<file path="src/arp_pkg.sv">
package arp_pkg;

  localparam int N_CHAN = 4;

  // Frame geometry for Ethernet hardware and IPv4 protocol addresses.
  localparam int ARP_HDR_LEN   = 28;
  localparam int ARP_FRAME_LEN = 46; // Minimum Ethernet body, zero padded.
  localparam int ARP_CNT_W     = $clog2(ARP_FRAME_LEN);

  // Fixed header fields.
  localparam logic [15:0] ARP_HW_TYPE    = 16'd1;
  localparam logic [15:0] ARP_PROTO_IPV4 = 16'h0800;
  localparam logic [7:0]  ARP_HW_LEN     = 8'd6;
  localparam logic [7:0]  ARP_PROTO_LEN  = 8'd4;

  typedef logic [47:0] mac_addr_t;
  typedef logic [31:0] ipv4_addr_t;
  typedef logic [15:0] arp_oper_t; // 1 is who-has, 2 is a reply.
  typedef logic [7:0]  byte_t;

  typedef logic [$clog2(N_CHAN)-1:0] chan_idx_t;
  typedef logic [N_CHAN-1:0]         chan_vec_t;

  // Channel sequencing.
  typedef enum logic [1:0] {
    arp_idle_s,
    arp_wait_s,
    arp_delay_s,
    arp_tx_s
  } arp_tx_fsm_t;

endpackage : arp_pkg
</file>
<file path="src/arp_mac_if.sv">
`timescale 1ns/1ps

interface arp_mac_if;
  import arp_pkg::*;

  logic      rdy;     // Channel has a frame waiting.
  logic      req;     // One-cycle grant from the arbiter.
  mac_addr_t dst_mac;
  mac_addr_t src_mac;
  byte_t     dat;
  logic      val;
  logic      sof;
  logic      eof;

  modport tx (
    output rdy, dst_mac, src_mac, dat, val, sof, eof,
    input  req
  );

  modport arb (
    input  rdy, dst_mac, src_mac, dat, val, sof, eof,
    output req
  );

endinterface : arp_mac_if

</file>
<file path="src/arp_tx_top.sv">
`timescale 1ns/1ps

module arp_tx_top (
  input  logic                clk,
  input  logic                fsm_rst,
  input  logic                req_valid,
  input  arp_pkg::chan_idx_t  req_chan,
  input  arp_pkg::arp_oper_t  req_oper,
  input  arp_pkg::mac_addr_t  req_dst_mac,
  input  arp_pkg::ipv4_addr_t req_dst_ip,
  input  arp_pkg::mac_addr_t  dev_mac [arp_pkg::N_CHAN],
  input  arp_pkg::ipv4_addr_t dev_ip [arp_pkg::N_CHAN],
  output logic                req_drop,
  output arp_pkg::chan_vec_t  chan_busy,
  output arp_pkg::byte_t      tx_dat,
  output logic                tx_val,
  output logic                tx_sof,
  output logic                tx_eof,
  output arp_pkg::chan_idx_t  tx_chan,
  output arp_pkg::mac_addr_t  tx_dst_mac,
  output arp_pkg::mac_addr_t  tx_src_mac
);
  import arp_pkg::*;

  chan_vec_t  send;
  arp_oper_t  oper;
  mac_addr_t  dst_mac;
  ipv4_addr_t dst_ip;

  arp_mac_if mac_if [N_CHAN] ();

  arp_req_dispatch u_dispatch (
    .clk         (clk),
    .fsm_rst     (fsm_rst),
    .req_valid   (req_valid),
    .req_chan    (req_chan),
    .req_oper    (req_oper),
    .req_dst_mac (req_dst_mac),
    .req_dst_ip  (req_dst_ip),
    .chan_busy   (chan_busy),
    .send        (send),
    .oper        (oper),
    .dst_mac     (dst_mac),
    .dst_ip      (dst_ip),
    .req_drop    (req_drop)
  );

  // One channel per local device address.
  for (genvar i = 0; i < N_CHAN; i++) begin : g_tx
    arp_tx u_tx (
      .clk     (clk),
      .fsm_rst (fsm_rst),
      .dev_mac (dev_mac[i]),
      .dev_ip  (dev_ip[i]),
      .send    (send[i]),
      .oper    (oper),
      .dst_mac (dst_mac),
      .dst_ip  (dst_ip),
      .mac     (mac_if[i]),
      .busy    (chan_busy[i])
    );
  end

  arp_mac_arb u_arb (
    .clk        (clk),
    .fsm_rst    (fsm_rst),
    .chan       (mac_if),
    .tx_dat     (tx_dat),
    .tx_val     (tx_val),
    .tx_sof     (tx_sof),
    .tx_eof     (tx_eof),
    .tx_chan    (tx_chan),
    .tx_dst_mac (tx_dst_mac),
    .tx_src_mac (tx_src_mac)
  );

endmodule : arp_tx_top

</file>
<file path="src/arp_mac_arb.sv">
`timescale 1ns/1ps

module arp_mac_arb (
  input  logic               clk,
  input  logic               fsm_rst,
  arp_mac_if.arb             chan [arp_pkg::N_CHAN],
  output arp_pkg::byte_t     tx_dat,
  output logic               tx_val,
  output logic               tx_sof,
  output logic               tx_eof,
  output arp_pkg::chan_idx_t tx_chan,
  output arp_pkg::mac_addr_t tx_dst_mac,
  output arp_pkg::mac_addr_t tx_src_mac
);
  import arp_pkg::*;

  chan_vec_t rdy_vec;
  chan_vec_t val_vec;
  chan_vec_t sof_vec;
  chan_vec_t eof_vec;
  byte_t     dat_arr [N_CHAN];
  mac_addr_t dst_arr [N_CHAN];
  mac_addr_t src_arr [N_CHAN];

  chan_vec_t req_q;
  logic      lock_q;
  chan_idx_t gnt_q;   // Current grant, and the last one while unlocked.
  chan_idx_t sel;
  chan_idx_t cand;
  logic      found;
  logic      frame_open;

  // Interface arrays cannot take a variable index, so flatten them here.
  for (genvar i = 0; i < N_CHAN; i++) begin : g_chan
    assign rdy_vec[i]    = chan[i].rdy;
    assign val_vec[i]    = chan[i].val;
    assign sof_vec[i]    = chan[i].sof;
    assign eof_vec[i]    = chan[i].eof;
    assign dat_arr[i]    = chan[i].dat;
    assign dst_arr[i]    = chan[i].dst_mac;
    assign src_arr[i]    = chan[i].src_mac;
    assign chan[i].req   = req_q[i];
  end

  // Search starts one past the last grant and wraps around.
  always_comb begin
    sel   = gnt_q;
    cand  = gnt_q;
    found = 1'b0;
    for (int k = 1; k <= N_CHAN; k++) begin
      cand = gnt_q + chan_idx_t'(k);
      if (!found && rdy_vec[cand]) begin
        sel   = cand;
        found = 1'b1;
      end
    end
  end

  always_ff @(posedge clk) begin
    if (fsm_rst) begin
      lock_q <= 1'b0;
      gnt_q  <= chan_idx_t'(N_CHAN - 1); // So channel 0 wins first.
      req_q  <= '0;
    end else begin
      req_q <= '0;
      if (!lock_q) begin
        if (found) begin
          lock_q <= 1'b1;
          gnt_q  <= sel;
          req_q  <= chan_vec_t'(1) << sel;
        end
      end else if (eof_vec[gnt_q]) begin
        lock_q <= 1'b0;
      end
    end
  end

  always_ff @(posedge clk) begin
    if (fsm_rst) begin
      tx_val <= 1'b0;
      tx_sof <= 1'b0;
      tx_eof <= 1'b0;
    end else begin
      tx_val <= lock_q & val_vec[gnt_q];
      tx_sof <= lock_q & sof_vec[gnt_q];
      tx_eof <= lock_q & eof_vec[gnt_q];
    end
  end

  always_ff @(posedge clk) begin
    tx_dat     <= dat_arr[gnt_q];
    tx_chan    <= gnt_q;
    tx_dst_mac <= dst_arr[gnt_q];
    tx_src_mac <= src_arr[gnt_q];
  end

  // Tracks the output stream between sof and eof.
  always_ff @(posedge clk) begin
    if (fsm_rst) begin
      frame_open <= 1'b0;
    end else if (tx_val && tx_eof) begin
      frame_open <= 1'b0;
    end else if (tx_val && tx_sof) begin
      frame_open <= 1'b1;
    end
  end

  grant_onehot_a: assert property (@(posedge clk) disable iff (fsm_rst)
    $onehot0(req_q));

  sof_closed_a: assert property (@(posedge clk) disable iff (fsm_rst)
    tx_sof |-> !frame_open);

  // A granted channel streams without gaps.
  no_gap_a: assert property (@(posedge clk) disable iff (fsm_rst)
    frame_open |-> tx_val);

endmodule : arp_mac_arb

</file>
<file path="src/arp_tx.sv">
`timescale 1ns/1ps

module arp_tx (
  input  logic                clk,
  input  logic                fsm_rst,
  input  arp_pkg::mac_addr_t  dev_mac,
  input  arp_pkg::ipv4_addr_t dev_ip,
  input  logic                send,
  input  arp_pkg::arp_oper_t  oper,
  input  arp_pkg::mac_addr_t  dst_mac,
  input  arp_pkg::ipv4_addr_t dst_ip,
  arp_mac_if.tx               mac,
  output logic                busy
);
  import arp_pkg::*;

  // Done is raised on the edge that leaves the counter on the last byte.
  localparam logic [ARP_CNT_W-1:0] LAST_CNT = ARP_CNT_W'(ARP_FRAME_LEN - 2);

  arp_tx_fsm_t             fsm;
  byte_t [ARP_HDR_LEN-1:0] data;
  logic [ARP_CNT_W-1:0]    byte_cnt;
  logic                    done;

  always_ff @(posedge clk) begin
    if (fsm_rst) begin
      fsm      <= arp_idle_s;
      busy     <= 1'b0;
      done     <= 1'b0;
      byte_cnt <= '0;
      mac.rdy  <= 1'b0;
      mac.val  <= 1'b0;
      mac.sof  <= 1'b0;
    end else begin
      case (fsm)
        arp_idle_s: begin
          if (send) begin
            fsm  <= arp_wait_s;
            busy <= 1'b1;
          end
        end
        arp_wait_s: begin
          mac.rdy <= !mac.req; // Rdy drops once the grant arrives.
          if (mac.req) begin
            fsm <= arp_delay_s;
          end
        end
        arp_delay_s: begin
          fsm      <= arp_tx_s;
          mac.val  <= 1'b1;
          mac.sof  <= 1'b1;
          byte_cnt <= '0;
        end
        arp_tx_s: begin
          mac.sof  <= 1'b0;
          byte_cnt <= byte_cnt + 1'b1;
          done     <= (byte_cnt == LAST_CNT);
          if (done) begin
            fsm     <= arp_idle_s;
            busy    <= 1'b0;
            mac.val <= 1'b0;
          end
        end
        default: fsm <= arp_idle_s;
      endcase
    end
  end

  // Payload is loaded once per request. Zeros follow it out as padding.
  always_ff @(posedge clk) begin
    if (fsm == arp_idle_s && send) begin
      data <= {ARP_HW_TYPE, ARP_PROTO_IPV4, ARP_HW_LEN, ARP_PROTO_LEN, oper,
               dev_mac, dev_ip, dst_mac, dst_ip};
      mac.dst_mac <= dst_mac;
      mac.src_mac <= dev_mac;
    end else if (fsm == arp_tx_s) begin
      data <= {data[ARP_HDR_LEN-2:0], byte_t'(0)};
    end
  end

  assign mac.dat = data[ARP_HDR_LEN-1];
  assign mac.eof = done;

  sof_val_a: assert property (@(posedge clk) disable iff (fsm_rst)
    mac.sof |-> mac.val);

  // The arbiter may only grant a channel that is waiting for it.
  req_wait_a: assert property (@(posedge clk) disable iff (fsm_rst)
    mac.req |-> (fsm == arp_wait_s));

endmodule : arp_tx

</file>
<file path="src/arp_req_dispatch.sv">
`timescale 1ns/1ps

module arp_req_dispatch (
  input  logic                clk,
  input  logic                fsm_rst,
  input  logic                req_valid,
  input  arp_pkg::chan_idx_t  req_chan,
  input  arp_pkg::arp_oper_t  req_oper,
  input  arp_pkg::mac_addr_t  req_dst_mac,
  input  arp_pkg::ipv4_addr_t req_dst_ip,
  input  arp_pkg::chan_vec_t  chan_busy,
  output arp_pkg::chan_vec_t  send,
  output arp_pkg::arp_oper_t  oper,
  output arp_pkg::mac_addr_t  dst_mac,
  output arp_pkg::ipv4_addr_t dst_ip,
  output logic                req_drop
);
  import arp_pkg::*;

  chan_vec_t busy_eff;
  chan_vec_t sel;

  // A channel raises busy one cycle after its send pulse.
  // The pulse in flight counts as busy so a back-to-back request is dropped.
  assign busy_eff = chan_busy | send;
  assign sel      = chan_vec_t'(1) << req_chan;

  always_ff @(posedge clk) begin
    if (fsm_rst) begin
      send     <= '0;
      req_drop <= 1'b0;
    end else begin
      send     <= '0;
      req_drop <= 1'b0;
      if (req_valid) begin
        if (busy_eff[req_chan]) begin
          req_drop <= 1'b1;
        end else begin
          send <= sel;
        end
      end
    end
  end

  // The fields sit on the shared buses alongside the send pulse.
  always_ff @(posedge clk) begin
    if (req_valid) begin
      oper    <= req_oper;
      dst_mac <= req_dst_mac;
      dst_ip  <= req_dst_ip;
    end
  end

  send_onehot_a: assert property (@(posedge clk) disable iff (fsm_rst)
    $onehot0(send));

endmodule : arp_req_dispatch

</file>
<file path="config.mk">
export PLATFORM = sky130hd
export DESIGN_NAME = arp_tx_top
export DESIGN_NICKNAME = d
export VERILOG_FILES = /design/src/arp_pkg.sv /design/src/arp_mac_if.sv /design/src/arp_tx_top.sv /design/src/arp_mac_arb.sv /design/src/arp_tx.sv /design/src/arp_req_dispatch.sv
export SDC_FILE = /design/constraint.sdc
export NUM_CORES = 2
export LEC_CHECK = 0
export BUFFER_PORTS_ARGS = -buffer_cell sky130_fd_sc_hd__buf_4
export CAP_MARGIN = 20
export CORE_ASPECT_RATIO = 1.5
export CORE_MARGIN = 2
export CORE_UTILIZATION = 53
export CTS_CLUSTER_SIZE = 12
export DETAILED_ROUTE_END_ITERATION = 16
export PLACE_DENSITY = 0.75
export SYNTH_ARGS = -nofsm -noshare
export SYNTH_HDL_FRONTEND = slang
export SYNTH_HIERARCHICAL = 1
export SYNTH_SLANG_ARGS = --single-unit
export TNS_END_PERCENT = 10
</file>
<file path="constraint.sdc">
create_clock -name clk -period 5.9 [get_ports clk]
set_input_delay 0.59 -clock clk [delete_from_list [all_inputs] [get_ports clk]]
set_output_delay 0.59 -clock clk [all_outputs]
set_load 0.01 [all_outputs]
</file>
==> results.toml <==
[run_status]
status = "finished clean"

[floorplanning]
die_x_um = 276.5
die_y_um = 412.7
core_sq_um = 110200
rows = 149
num_io_pins = 535
die_area_sq_um = 114100
start_util_pct = 53.56

[final_layout]
fin_nets = 5791
areaGrowthSynthToFinish_pct = 20.03
drive_gt1_share_pct = 16.14
final_core_util_pct = 64.29
layout_common_cells = "nand2_1, edfxtp_1, buf_4, dfxtp_1, dlygate4sd3_1"
final_common_cell = "nand2_1"

[power_and_ir_drop]
p_int_mw = 19.20
ir_worst_vdd_v = 0.0003542
p_per_area_nw_per_um2 = 361.9
combPwrFrac_pct = 12.7
switching_share_pct = 25.11
power_leakage_nw = 27.91
power.switching_mw = 6.437
seqPwrFrac_pct = 51.8
p_clk_share_pct = 35.5

[worst_setup_path]
regToRegStartpoint = "g_tx[3].u_tx/fsm[0]"
crit_required_ps = 6320
worstSetupStartpoint = "g_tx[3].u_tx/fsm[0]"
rr_endpoint = "g_tx[3].u_tx/mac.src_mac[15]"
crit_end = "g_tx[3].u_tx/mac.src_mac[15]"
timing.critical_path.fanout_max = 133
cpMaxStageDelayCell = "inv_8"
end_kind = "flop"
timing.setup.critical_path_class = "reg2reg"
cp_cell_sequence = "inv_1 -> ha_1 -> nand2_4 -> inv_8 -> buf_4"
ff2ff_setup_slack_ps = 2530
r2r_cells = 5
cp-start-kind = "flop"
crit_arrival_ps = 3780
max_stage_delay_ps = 840

[route]
drt-initial-drc-count = 4626
via_count = 38680
ant_nets = 0
viasPerCell = 5.597
drc = 0
wl_per_cell_um = 23.49
wl_um = 162300
drt-pass1-iter-count = 6

[logic_synthesis]
synthTopCellsByArea = "edfxtp_1, nand2_1, dfxtp_1"
syn_nets = 5116
yosysSeqAreaShare_pct = 72.63
postSynthAreaPerCell_sq_um = 12.64
yosys.cell_types.count = 44
synth_area_sq_um = 59010
synth_top_area_share_pct = 60.25
yosys.area.top_type = "edfxtp_1"
synthCells = 4667
ys_warn_count = 6
synth_seq_cells = 1549

[cts]
clk_latency_ps = 780
h-tree-depth = 4
cts_tree = "yes"
cts_buffers = 151
clkSinkCount = 1549
root_buffer = "clkbuf_16"
clk_pin_slew_ps = 60
clockBufferDepth = 3

[timing]
setup_ws_ps = 2534
slew_headroom_pct = 27.02
slew_viol_final = 0
clock_skew_ps = 39.72
max_freq_mhz = 297.1
worstMarginPinSlew_ps = 1095
hold_viol = 0
setup_tns_ps = 0
period_minus_slack_ps = 3366
setup_viol = 0
fin_crit_sh_pct = 57.05
rsz0062_at_grt = "false"

[placement]
place.gp.congestion = 0.9267
dpl.hpwl_um = 104400
io_buffers = 534
dpl_worst_slack_ps = 2602

[grt]
grt_pass1_wl_um = 238900
grt_usage_pct = 28.07
grt_max_degree = 134
grt_overflow = 0
grt_pass1_vias = 38320
antenna_found_initial = 27

[job]
cap_violations = 0

[worst_hold_path]
hold_path_class = "in2reg"
hold_path_depth = 1
[metal layers]
metal	share of wire, %	wire (um)	track usage (%)
met1	37	60140	35.13
met3	8.4	13640	5.398
met2	50	80670	47.49
met5	0.13	210	0
met4	4.7	7681	13.07
[worst min-delay path by stage]
stage | from | endpoint
floorplan | u_arb/gnt_q[1] | u_arb/tx_chan[1]
global placement | g_tx[2].u_tx/data[208] | g_tx[2].u_tx/data[208]
detailed placement | g_tx[2].u_tx/data[200] | g_tx[2].u_tx/data[208]
CTS | dev_mac[27] | g_tx[3].u_tx/mac.src_mac[27]
global route | dev_mac[76] | g_tx[2].u_tx/mac.src_mac[28]
finish | dev_mac[68] | g_tx[2].u_tx/mac.src_mac[20]
[cell families after synthesis]
logic type / share of synthesized area [%]
AND/OR/NAND/NOR: 15.74
flip-flops: 72.63
buffers and inverters: 2.538
multiplexers: 7.340
AO/OA/AOI/OAI: 0.9838
adder cells (fa/ha/maj): 0.5937
XOR/XNOR: 0.1781
[sequential cells by signal, summed over array words and instances (netlist names), 4 cells and up]
name,count
g_tx.u_tx/mac.src_mac,192
g_tx.u_tx/mac.eof,4
g_tx.u_tx/fsm,8
g_tx.u_tx/mac.val,4
u_arb/tx_dat,8
g_tx.u_tx/mac.sof,4
u_dispatch/send,4
u_arb/tx_dst_mac,48
g_tx.u_tx/mac.dst_mac,192
u_arb/tx_src_mac,48
u_dispatch/dst_mac,48
u_arb/req_q,4
u_dispatch/dst_ip,32
g_tx.u_tx/mac.dat,32
g_tx.u_tx/byte_cnt,24
g_tx.u_tx/busy,4
g_tx.u_tx/mac.rdy,4
u_dispatch/oper,16
g_tx.u_tx/data,864
[worst max-delay path, delay by kind of cell, from the launching register on]
family	cells	cell delay, ps
adders and majority gates	1	450
DFF	1	360
buffers and inverters	3	1500
and+or+nand+nor	1	510
[cells in the mapped netlist]
library cell / number
nand2_1: 2053
edfxtp_1: 1184
dfxtp_1: 365
nor2_1: 203
mux2i_1: 192
mux4_2: 107
clkbuf_1: 101
buf_2: 99
buf_4: 56
a21oi_1: 39
and3_1: 33
ha_1: 28
inv_1: 26
nand2b_1: 21
nor3b_1: 17
nand3_1: 16
nor2b_1: 14
xor2_1: 12
o21ai_0: 9
a211oi_1: 8
a31oi_1: 8
buf_1: 8
inv_2: 8
o31ai_1: 8
nor3_1: 7
or4_1: 5
a22oi_1: 4
a2bb2oi_1: 4
buf_6: 4
nand4_1: 4
nand4b_1: 4
o2111ai_1: 4
o21ai_1: 4
and3b_1: 2
a2111oi_1: 1
a21boi_1: 1
a21o_1: 1
a221o_1: 1
and4b_1: 1
nand4bb_1: 1
o211ai_1: 1
o21a_1: 1
or2_2: 1
or3b_1: 1
[through the flow]
stage               total power, mW  instance area (sq um)  hold WS [ps]  instances
floorplan                     15.09                  59010         346.0       4667
global placement              16.51                  64090         454.1       6408
detailed placement            16.57                  64090         460.7       6408
CTS                           25.70                  70800        0.1577       6899
global route                  26.42                  70830         9.469       6908
finish                        25.64                  70830         43.92       6911
[power by group through the flow]
| stage | Sequential, mW | Clock [mW] | Combinational [mW] |
|---|---|---|---|
| after global routing | 13.3 | 9.60 | 3.49 |
| after detailed placement | 13.5 | 0 | 3.10 |
| after CTS | 13.3 | 9.19 | 3.25 |
| final | 13.3 | 9.10 | 3.27 |
| after floorplan | 13.4 | 0 | 1.73 |
| after global placement | 13.5 | 0 | 3.06 |
[area by class of cell]
type	count	area, sq um
clock inverter	17	264.0
timing repair buffer	790	6656
sequential	1549	42870
inverter	34	157.7
multi-input combinational	2816	14770
antenna	12	30.03
fill	7785	39350
clock buffer	259	4297
tap	1434	1794
[repair_timing]
action | CTS | global route
setup buffers | 0 | 0
hold buffers | 215 | 0
hold endpoints to repair | 215 | 0
gates resized for setup | 0 | 0
setup endpoints to repair | 0 | 0
No activity file was read; power rests on OpenSTA's default activity.
